$ cat src/source/allocPkg.sv
package allocPkg;

	localparam int ENTRIES = 16;
	localparam int IDX_W = 4; // Slot index.
	localparam int CNT_W = 5; // Counts 0 to 16.
	localparam int ADDR_W = 8;
	localparam int DATA_W = 32;

	// Encoded by byte offset.
	typedef enum logic [ADDR_W-1:0] {
		REG_ALLOC = 8'h00,
		REG_FREE = 8'h04,
		REG_OCCUPIED = 8'h08,
		REG_COUNT = 8'h0C,
		REG_RANK = 8'h10,
		REG_NONE = 8'hFF
	} regSel;

	typedef enum logic {
		IDLE,
		ACCESS
	} ctrlState;

	typedef struct packed {
		logic psel;
		logic penable;
		logic pwrite;
		logic [ADDR_W-1:0] paddr;
		logic [DATA_W-1:0] pwdata;
	} apbReq;

	typedef struct packed {
		logic [DATA_W-1:0] prdata;
		logic pready;
		logic pslverr;
	} apbRsp;

	// One enable at most per cycle.
	typedef struct packed {
		logic allocEn;
		logic freeEn;
		logic [IDX_W-1:0] idx;
	} tableCmd;

endpackage

$ cat src/source/allocCtrl.sv
`timescale 1ns/1ps

module allocCtrl (
	input  logic clk_i,
	input  logic arstN_i,
	input  allocPkg::apbReq apbReq_i,
	output allocPkg::apbRsp apbRsp_o,
	output allocPkg::tableCmd cmd_o,
	input  logic [allocPkg::ENTRIES-1:0] occupied_i,
	input  logic [allocPkg::IDX_W-1:0] freeIdx_i,
	input  logic full_i,
	output logic setQuery_o,
	output logic [allocPkg::IDX_W-1:0] queryIdx_o,
	input  logic [allocPkg::CNT_W-1:0] rank_i,
	input  logic [allocPkg::CNT_W-1:0] total_i
);
	import allocPkg::*;

	ctrlState state;
	ctrlState stateNext;
	regSel sel;
	logic setup;
	logic [IDX_W-1:0] wrIdx;
	apbRsp rspNext;
	tableCmd cmdNext;
	logic setQueryNext;

	function automatic regSel decodeAddr(input logic [ADDR_W-1:0] addr);
		regSel res;
		case (addr)
		REG_ALLOC, REG_FREE, REG_OCCUPIED, REG_COUNT, REG_RANK: res = regSel'(addr);
		default: res = REG_NONE;
		endcase
		return res;
	endfunction

	assign setup = (state == IDLE) && apbReq_i.psel && !apbReq_i.penable;
	assign sel = decodeAddr(apbReq_i.paddr);
	assign wrIdx = apbReq_i.pwdata[IDX_W-1:0];

	always_comb begin
		case (state)
		IDLE: stateNext = setup ? ACCESS : IDLE;
		default: stateNext = IDLE; // Access always lasts one cycle.
		endcase
	end

	// Response and command are decided in the setup cycle.
	always_comb begin
		rspNext = '0;
		cmdNext = '0;
		setQueryNext = 1'b0;
		rspNext.pready = 1'b1;
		cmdNext.idx = apbReq_i.pwrite ? wrIdx : freeIdx_i;
		case (sel)
		REG_ALLOC: begin
			if (apbReq_i.pwrite) begin
				rspNext.pslverr = 1'b1;
			end else if (full_i) begin
				rspNext.pslverr = 1'b1;
				rspNext.prdata = DATA_W'(ENTRIES); // Reads as 0x10.
			end else begin
				rspNext.prdata = DATA_W'(freeIdx_i);
				cmdNext.allocEn = 1'b1;
			end
		end
		REG_FREE: begin
			if (!apbReq_i.pwrite || !occupied_i[wrIdx]) begin
				rspNext.pslverr = 1'b1; // Double free too.
			end else begin
				cmdNext.freeEn = 1'b1;
			end
		end
		REG_OCCUPIED: begin
			if (apbReq_i.pwrite) begin
				rspNext.pslverr = 1'b1;
			end else begin
				rspNext.prdata = DATA_W'(occupied_i);
			end
		end
		REG_COUNT: begin
			if (apbReq_i.pwrite) begin
				rspNext.pslverr = 1'b1;
			end else begin
				rspNext.prdata = DATA_W'(total_i);
			end
		end
		REG_RANK: begin
			if (apbReq_i.pwrite) begin
				setQueryNext = 1'b1;
			end else begin
				rspNext.prdata = DATA_W'(rank_i);
			end
		end
		default: rspNext.pslverr = 1'b1;
		endcase
	end

	always_ff @(posedge clk_i or negedge arstN_i) begin
		if (!arstN_i) begin
			state <= IDLE;
			apbRsp_o <= '0;
			cmd_o <= '0;
			setQuery_o <= 1'b0;
		end else begin
			state <= stateNext;
			// Held for the access cycle only.
			apbRsp_o <= setup ? rspNext : '0;
			cmd_o <= setup ? cmdNext : '0;
			setQuery_o <= setup && setQueryNext;
		end
	end

	always_ff @(posedge clk_i) begin
		if (setup) begin
			queryIdx_o <= wrIdx;
		end
	end

endmodule

$ cat src/source/entryTable.sv
`timescale 1ns/1ps

module entryTable (
	input  logic clk_i,
	input  logic arstN_i,
	input  allocPkg::tableCmd cmd_i,
	output logic [allocPkg::ENTRIES-1:0] occupied_o
);
	import allocPkg::*;

	logic [ENTRIES-1:0] oneHot;

	always_comb begin
		case (cmd_i.idx)
		4'h0: oneHot = 16'h0001;
		4'h1: oneHot = 16'h0002;
		4'h2: oneHot = 16'h0004;
		4'h3: oneHot = 16'h0008;
		4'h4: oneHot = 16'h0010;
		4'h5: oneHot = 16'h0020;
		4'h6: oneHot = 16'h0040;
		4'h7: oneHot = 16'h0080;
		4'h8: oneHot = 16'h0100;
		4'h9: oneHot = 16'h0200;
		4'ha: oneHot = 16'h0400;
		4'hb: oneHot = 16'h0800;
		4'hc: oneHot = 16'h1000;
		4'hd: oneHot = 16'h2000;
		4'he: oneHot = 16'h4000;
		4'hf: oneHot = 16'h8000;
		endcase
	end

	// Command is already checked by the controller.
	always_ff @(posedge clk_i or negedge arstN_i) begin
		if (!arstN_i) begin
			occupied_o <= '0;
		end else if (cmd_i.allocEn) begin
			occupied_o <= occupied_o | oneHot;
		end else if (cmd_i.freeEn) begin
			occupied_o <= occupied_o & ~oneHot;
		end
	end

endmodule

$ cat src/source/freePicker.sv
`timescale 1ns/1ps

module freePicker (
	input  logic [allocPkg::ENTRIES-1:0] occupied_i,
	output logic [allocPkg::IDX_W-1:0] freeIdx_o,
	output logic full_o
);
	import allocPkg::*;

	logic [ENTRIES-1:0] freeVec;
	logic [IDX_W-2:0] lowIdx;
	logic [IDX_W-2:0] highIdx;
	logic lowAny;

	// Lowest set bit wins, all-zero gives 7.
	function automatic logic [IDX_W-2:0] prEnc8(input logic [ENTRIES/2-1:0] v);
		logic [IDX_W-2:0] res;
		if (v[0]) begin
			res = 3'b000;
		end else if (v[1]) begin
			res = 3'b001;
		end else if (v[2]) begin
			res = 3'b010;
		end else if (v[3]) begin
			res = 3'b011;
		end else if (v[4]) begin
			res = 3'b100;
		end else if (v[5]) begin
			res = 3'b101;
		end else if (v[6]) begin
			res = 3'b110;
		end else begin
			res = 3'b111;
		end
		return res;
	endfunction

	assign freeVec = ~occupied_i;

	assign lowIdx = prEnc8(freeVec[ENTRIES/2-1:0]);
	assign highIdx = prEnc8(freeVec[ENTRIES-1:ENTRIES/2]);
	assign lowAny = |freeVec[ENTRIES/2-1:0];

	assign freeIdx_o = {~lowAny, lowAny ? lowIdx : highIdx};
	assign full_o = ~|freeVec; // Index is meaningless when full.

endmodule

$ cat src/source/rankCounter.sv
`timescale 1ns/1ps

module rankCounter (
	input  logic clk_i,
	input  logic arstN_i,
	input  logic [allocPkg::ENTRIES-1:0] occupied_i,
	input  logic setQuery_i,
	input  logic [allocPkg::IDX_W-1:0] queryIdx_i,
	output logic [allocPkg::CNT_W-1:0] rank_o,
	output logic [allocPkg::CNT_W-1:0] total_o
);
	import allocPkg::*;

	logic [IDX_W-1:0] queryReg;
	logic [3:0] mask4;
	logic [7:0] mask8;
	logic [ENTRIES-1:0] mask16;
	logic [ENTRIES-1:0] masked;
	logic [ENTRIES-1:0][CNT_W-1:0] maskedPfx;
	logic [ENTRIES-1:0][CNT_W-1:0] occPfx;

	// Entry i counts the set bits below position i.
	function automatic logic [ENTRIES-1:0][CNT_W-1:0] prefixCount(input logic [ENTRIES-1:0] v);
		logic [ENTRIES-1:0][CNT_W-1:0] pc;
		logic [CNT_W-1:0] run;
		run = '0;
		for (int i = 0; i < ENTRIES; i++) begin
			pc[i] = run;
			run = run + CNT_W'(v[i]);
		end
		return pc;
	endfunction

	always_ff @(posedge clk_i or negedge arstN_i) begin
		if (!arstN_i) begin
			queryReg <= '0;
		end else if (setQuery_i) begin
			queryReg <= queryIdx_i;
		end
	end

	// Bit i set when i is below the query.
	assign mask4[0] = queryReg[1] | queryReg[0];
	assign mask4[1] = queryReg[1];
	assign mask4[2] = queryReg[1] & queryReg[0];
	assign mask4[3] = 1'b0;
	assign mask8 = {mask4 & {4{queryReg[2]}}, mask4 | {4{queryReg[2]}}};
	assign mask16 = {mask8 & {8{queryReg[3]}}, mask8 | {8{queryReg[3]}}};

	assign masked = mask16 & occupied_i;

	assign maskedPfx = prefixCount(masked);
	assign occPfx = prefixCount(occupied_i);

	// Last prefix plus the top bit is the full count.
	assign rank_o = maskedPfx[ENTRIES-1] + CNT_W'(masked[ENTRIES-1]);
	assign total_o = occPfx[ENTRIES-1] + CNT_W'(occupied_i[ENTRIES-1]);

endmodule

$ cat src/source/entryAllocTop.sv
`timescale 1ns/1ps

module entryAllocTop (
	input  logic clk_i,
	input  logic arstN_i,
	input  allocPkg::apbReq apbReq_i,
	output allocPkg::apbRsp apbRsp_o
);
	import allocPkg::*;

	tableCmd cmd;
	logic [ENTRIES-1:0] occupied;
	logic [IDX_W-1:0] freeIdx;
	logic full;
	logic setQuery;
	logic [IDX_W-1:0] queryIdx;
	logic [CNT_W-1:0] rank;
	logic [CNT_W-1:0] total;

	// Only bus slave.
	allocCtrl allocCtrl_i (
		.clk_i      (clk_i),
		.arstN_i    (arstN_i),
		.apbReq_i   (apbReq_i),
		.apbRsp_o   (apbRsp_o),
		.cmd_o      (cmd),
		.occupied_i (occupied),
		.freeIdx_i  (freeIdx),
		.full_i     (full),
		.setQuery_o (setQuery),
		.queryIdx_o (queryIdx),
		.rank_i     (rank),
		.total_i    (total)
	);

	entryTable entryTable_i (
		.clk_i      (clk_i),
		.arstN_i    (arstN_i),
		.cmd_i      (cmd),
		.occupied_o (occupied)
	);

	freePicker freePicker_i (
		.occupied_i (occupied),
		.freeIdx_o  (freeIdx),
		.full_o     (full)
	);

	rankCounter rankCounter_i (
		.clk_i      (clk_i),
		.arstN_i    (arstN_i),
		.occupied_i (occupied),
		.setQuery_i (setQuery),
		.queryIdx_i (queryIdx),
		.rank_o     (rank),
		.total_o    (total)
	);

endmodule

$ cat config.mk
export PLATFORM = sky130hd
export DESIGN_NAME = entryAllocTop
export DESIGN_NICKNAME = d
export VERILOG_FILES = /design/src/source/allocPkg.sv /design/src/source/allocCtrl.sv /design/src/source/entryTable.sv /design/src/source/freePicker.sv /design/src/source/rankCounter.sv /design/src/source/entryAllocTop.sv
export SDC_FILE = /design/constraint.sdc
export NUM_CORES = 1
export LEC_CHECK = 0
export BUFFER_PORTS_ARGS = -buffer_cell sky130_fd_sc_hd__buf_2
export CORE_MARGIN = 10
export CORE_UTILIZATION = 56
export CTS_BUF_LIST = sky130_fd_sc_hd__clkbuf_2
export CTS_CLUSTER_DIAMETER = 40
export DETAILED_ROUTE_END_ITERATION = 10
export PLACE_DENSITY = 0.83
export SETUP_SLACK_MARGIN = 0.2
export SLEW_MARGIN = 20
export SYNTH_ARGS = -nofsm -noshare
export SYNTH_HDL_FRONTEND = slang
export SYNTH_SLANG_ARGS = --single-unit
export TNS_END_PERCENT = 5
$ cat constraint.sdc
create_clock -name clk_i -period 6.6 [get_ports clk_i]
set_clock_uncertainty 0.05 [all_clocks]
set_input_delay 0.33 -clock clk_i [delete_from_list [all_inputs] [get_ports clk_i]]
set_output_delay 0.33 -clock clk_i [all_outputs]
set_load 0.05 [all_outputs]
==> results.md <==
* Status: finished clean
* GR Util All Layers at about 16%
* Die W at just under 100 um
* Antenna cells at 0
* Most used cell, CP: fa_1
* Min Tclk post-route at between 5 and 6 ns
* Syn. warnings at 0
* Cell variety after synth at 50
* Clock slew at reported path FFs at between 0.2 and 0.25 ns
* Mean post-synth cell area at roughly 10 um^2
* Flops & latches, synth at 50
* RSZ-0062 raised after global routing: no
* Detailed Routing Iterations Pass 1 at 5
* Final nets at ~450
* Commonest non-fill, non-tap cells in the layout: 46 x dfrtp_1, 34 x buf_2, 32 x inv_1
* Synth async-reset ratio at about 92%
* Num ports at roughly 80
* Clock Path Buffers at 2
* Cells after Synth at approximately 340
* Drt total wl at 7460 um
* GP Congestion at around 0.93
* Grt ovf at 0
* Seq/Total Area, Yosys at roughly two fifths
* Top FF cell, synth: dfrtp_1
* Htree depth at 2
* Layout cells sized above 1 at between 10% and 20%
* CP Launch Type: flip-flop
* Clock tree sinks at 50
* Postcts setup bufs at 0
* CTS tree: built
* Critical path's largest stage delay at around 0.60 ns
* Final std cells w/o fill at 444
* CTS root buf: clkbuf_2
* Post_cts resized at 0
* Fill cells at around 480
* Die ar. at 9450 um^2
* Final core utilization at slightly above 60%
* Final ANT Viol Nets at 0
* Largest net degree at the start of global routing at between 40 and 50
* Cells along the critical path: o41a_1 -> ha_1 -> inv_1 -> fa_1 -> fa_1 -> fa_1 -> fa_1 -> inv_1 -> ha_1 -> fa_1 -> a21oi_1 -> nor3_1 -> a21oi_1 -> o221a_2 -> nor3_1
* Crit path DAT at between 5 and 6 ns
* Vias in the first global route at between 2000 and 3000
* Placed cell area at 3500 um^2
* Setup TNS at 0 ns
* Leakage at around 1.7 nW
* Core Area at ~5900 um^2
* Final Cell Area at ~3600 um^2
* Worst VDD drop at ~0.00013 V
* Min-delay worst type: input port to flip-flop
* Via count at 2525
* Hold Slack at between 0.05 and 0.06 ns
* Highest Clock Rate at between 0.15 and 0.2 GHz
* Pwr Density at between 100 and 150 nW/um^2
* Dpl cells at about 430
* Die Ht at 97.2 um
* Crit-path leading delay family: adder cells
* Standard-cell rows at 28
* CP required at 6.92 ns
* Vias per std cell at around 5.7
* CTS Buf Count at 5
* First-pass GRT wire length at around 12000 um
* Post-synth EDFFs at 4
* Worst-path maximum fanout at 15
* # DRC at 0
* Initial DRC Count at ~190
* Slew Viols, Final at 0
* Initial antenna violation count at 0
* # setup viols final at 0
* Tightest Pin Transition at a little under 0.6 ns
* Synth Cell Area at 3340 um^2
* Worst slew margin at 60.7%
* Synthesis-to-finish area growth at 7.01%
* CP max stage cell: dfrtp_1
* Crit Path Class: flip-flop to flip-flop
* Dpl hpwl at about 5800 um
* Final period util at between 70% and 80%
* Initial core utilization at between 50 and 60%
* Critical Path End Type: flip-flop
* Max-Cap Viols at 0
* Most common cell after layout, fill and taps aside: dfrtp_1
* Final Hold Viols at 0
* Wire per inst at 16.8 um
* Worst-Skew Late Latency at ~0.46 ns
* Buffers & Inverters on Critical Path at 2
* Number of port buffers at 34
-- metrics by stage --
stage | power [mW] | setup slack, ns
final | 0.493 | 1.60
after detailed placement | 0.372 | 1.61
after CTS | 0.493 | 1.58
after floorplan | 0.362 | 1.99
after global routing | 0.511 | 1.44
after global placement | 0.370 | 1.71
-- path summary, 6_finish.rpt --
path / slack (ns) / endpoint / cells past startpoint / from
worst max-delay path: 1.60 / allocCtrl_i.apbRsp_o[6] / 15 / rankCounter_i.queryReg[2]
worst min-delay path: 0.05 / allocCtrl_i.queryIdx_o[3] / 1 / apbReq_i[3]
worst max register to register: 1.60 / allocCtrl_i.apbRsp_o[6] / 15 / rankCounter_i.queryReg[2]
worst min register to register: 0.46 / rankCounter_i.queryReg[0] / 1 / allocCtrl_i.queryIdx_o[0]
max in group asynchronous: 5.83 / allocCtrl_i.apbRsp_o[5] / 3 / arstN_i
min in group asynchronous: 0.21 / allocCtrl_i.apbRsp_o[12] / 2 / arstN_i
-- cell families (layout without fill, tap and decap cells) --
| family | Yosys count | count (layout) | synth area share [%] |
|---|---|---|---|
| buf+inv | 57 | 76 | 8.28 |
| mux | 20 | 20 | 8.73 |
| compound gates | 54 | 54 | 10.5 |
| simple gates | 117 | 117 | 17.0 |
| xor+xnor | 4 | 4 | 1.05 |
| other cells | 1 | 16 | 0.112 |
| flops | 50 | 50 | 38.1 |
| fa+ha+maj | 32 | 32 | 16.3 |
-- cell usage after synthesis, types with 2 or more instances --
master / count / area (um^2)
o22ai_1: 2 / 12.5
and2_1: 13 / 81.3
fa_1: 19 / 380
a21oi_1: 9 / 45.0
dfrtp_1: 46 / 1150
xnor2_1: 3 / 26.3
nor3_1: 14 / 70.1
nand2_1: 29 / 109
mux2i_1: 4 / 40.0
nand3_1: 8 / 40.0
o21ai_0: 19 / 95.1
edfxtp_1: 4 / 120
or3_1: 2 / 12.5
nand2b_1: 3 / 18.8
inv_1: 32 / 120
or3b_2: 2 / 17.5
clkbuf_1: 6 / 22.5
buf_2: 2 / 10.0
nor2b_1: 3 / 18.8
a22oi_1: 2 / 15.0
nand4_1: 6 / 37.5
nor2_1: 29 / 109
o211ai_1: 4 / 30.0
nor4_1: 2 / 12.5
ha_1: 13 / 163
and3_1: 3 / 18.8
o21a_1: 4 / 30.0
mux4_1: 4 / 105
mux2_2: 11 / 124
a21o_1: 2 / 15.0
buf_4: 16 / 120
-- what timing repair did --
action / CTS / global route
endpoints found under the hold margin: 21 / 0
setup endpoints to repair: 0 / 0
hold buffers: 1 / 0
-- area by class of cell --
class / instances / area [um^2] / share of cell area, %
Sequential cell: 50 / 1270 / 35.6
Tap cell: 75 / 93.8 / 2.63
Timing Repair Buffer: 36 / 200 / 5.60
Clock inverter: 3 / 15.0 / 0.420
Inverter: 32 / 120 / 3.36
Multi-Input combinational cell: 243 / 1850 / 51.7
Clock buffer: 5 / 25.0 / 0.700
-- power breakdown --
group	internal, mW	total, mW	switching, mW
clock	0.0248	0.125	0.100
sequential	0.314	0.316	0.00231
combinational	0.0104	0.0524	0.0421
-- per-layer routing --
| metal | part of all wire, % | vias up | GRT usage [%] |
|---|---|---|---|
| met2 | 47 | 126 | 24.4 |
| li1 | - | 1182 | - |
| met1 | 43 | 1204 | 20.5 |
| met4 | 1.5 | 0 | 5.48 |
| met5 | 0 | - | 0 |
| met3 | 8.8 | 13 | 4.27 |
No activity file was read; power rests on OpenSTA's default activity.
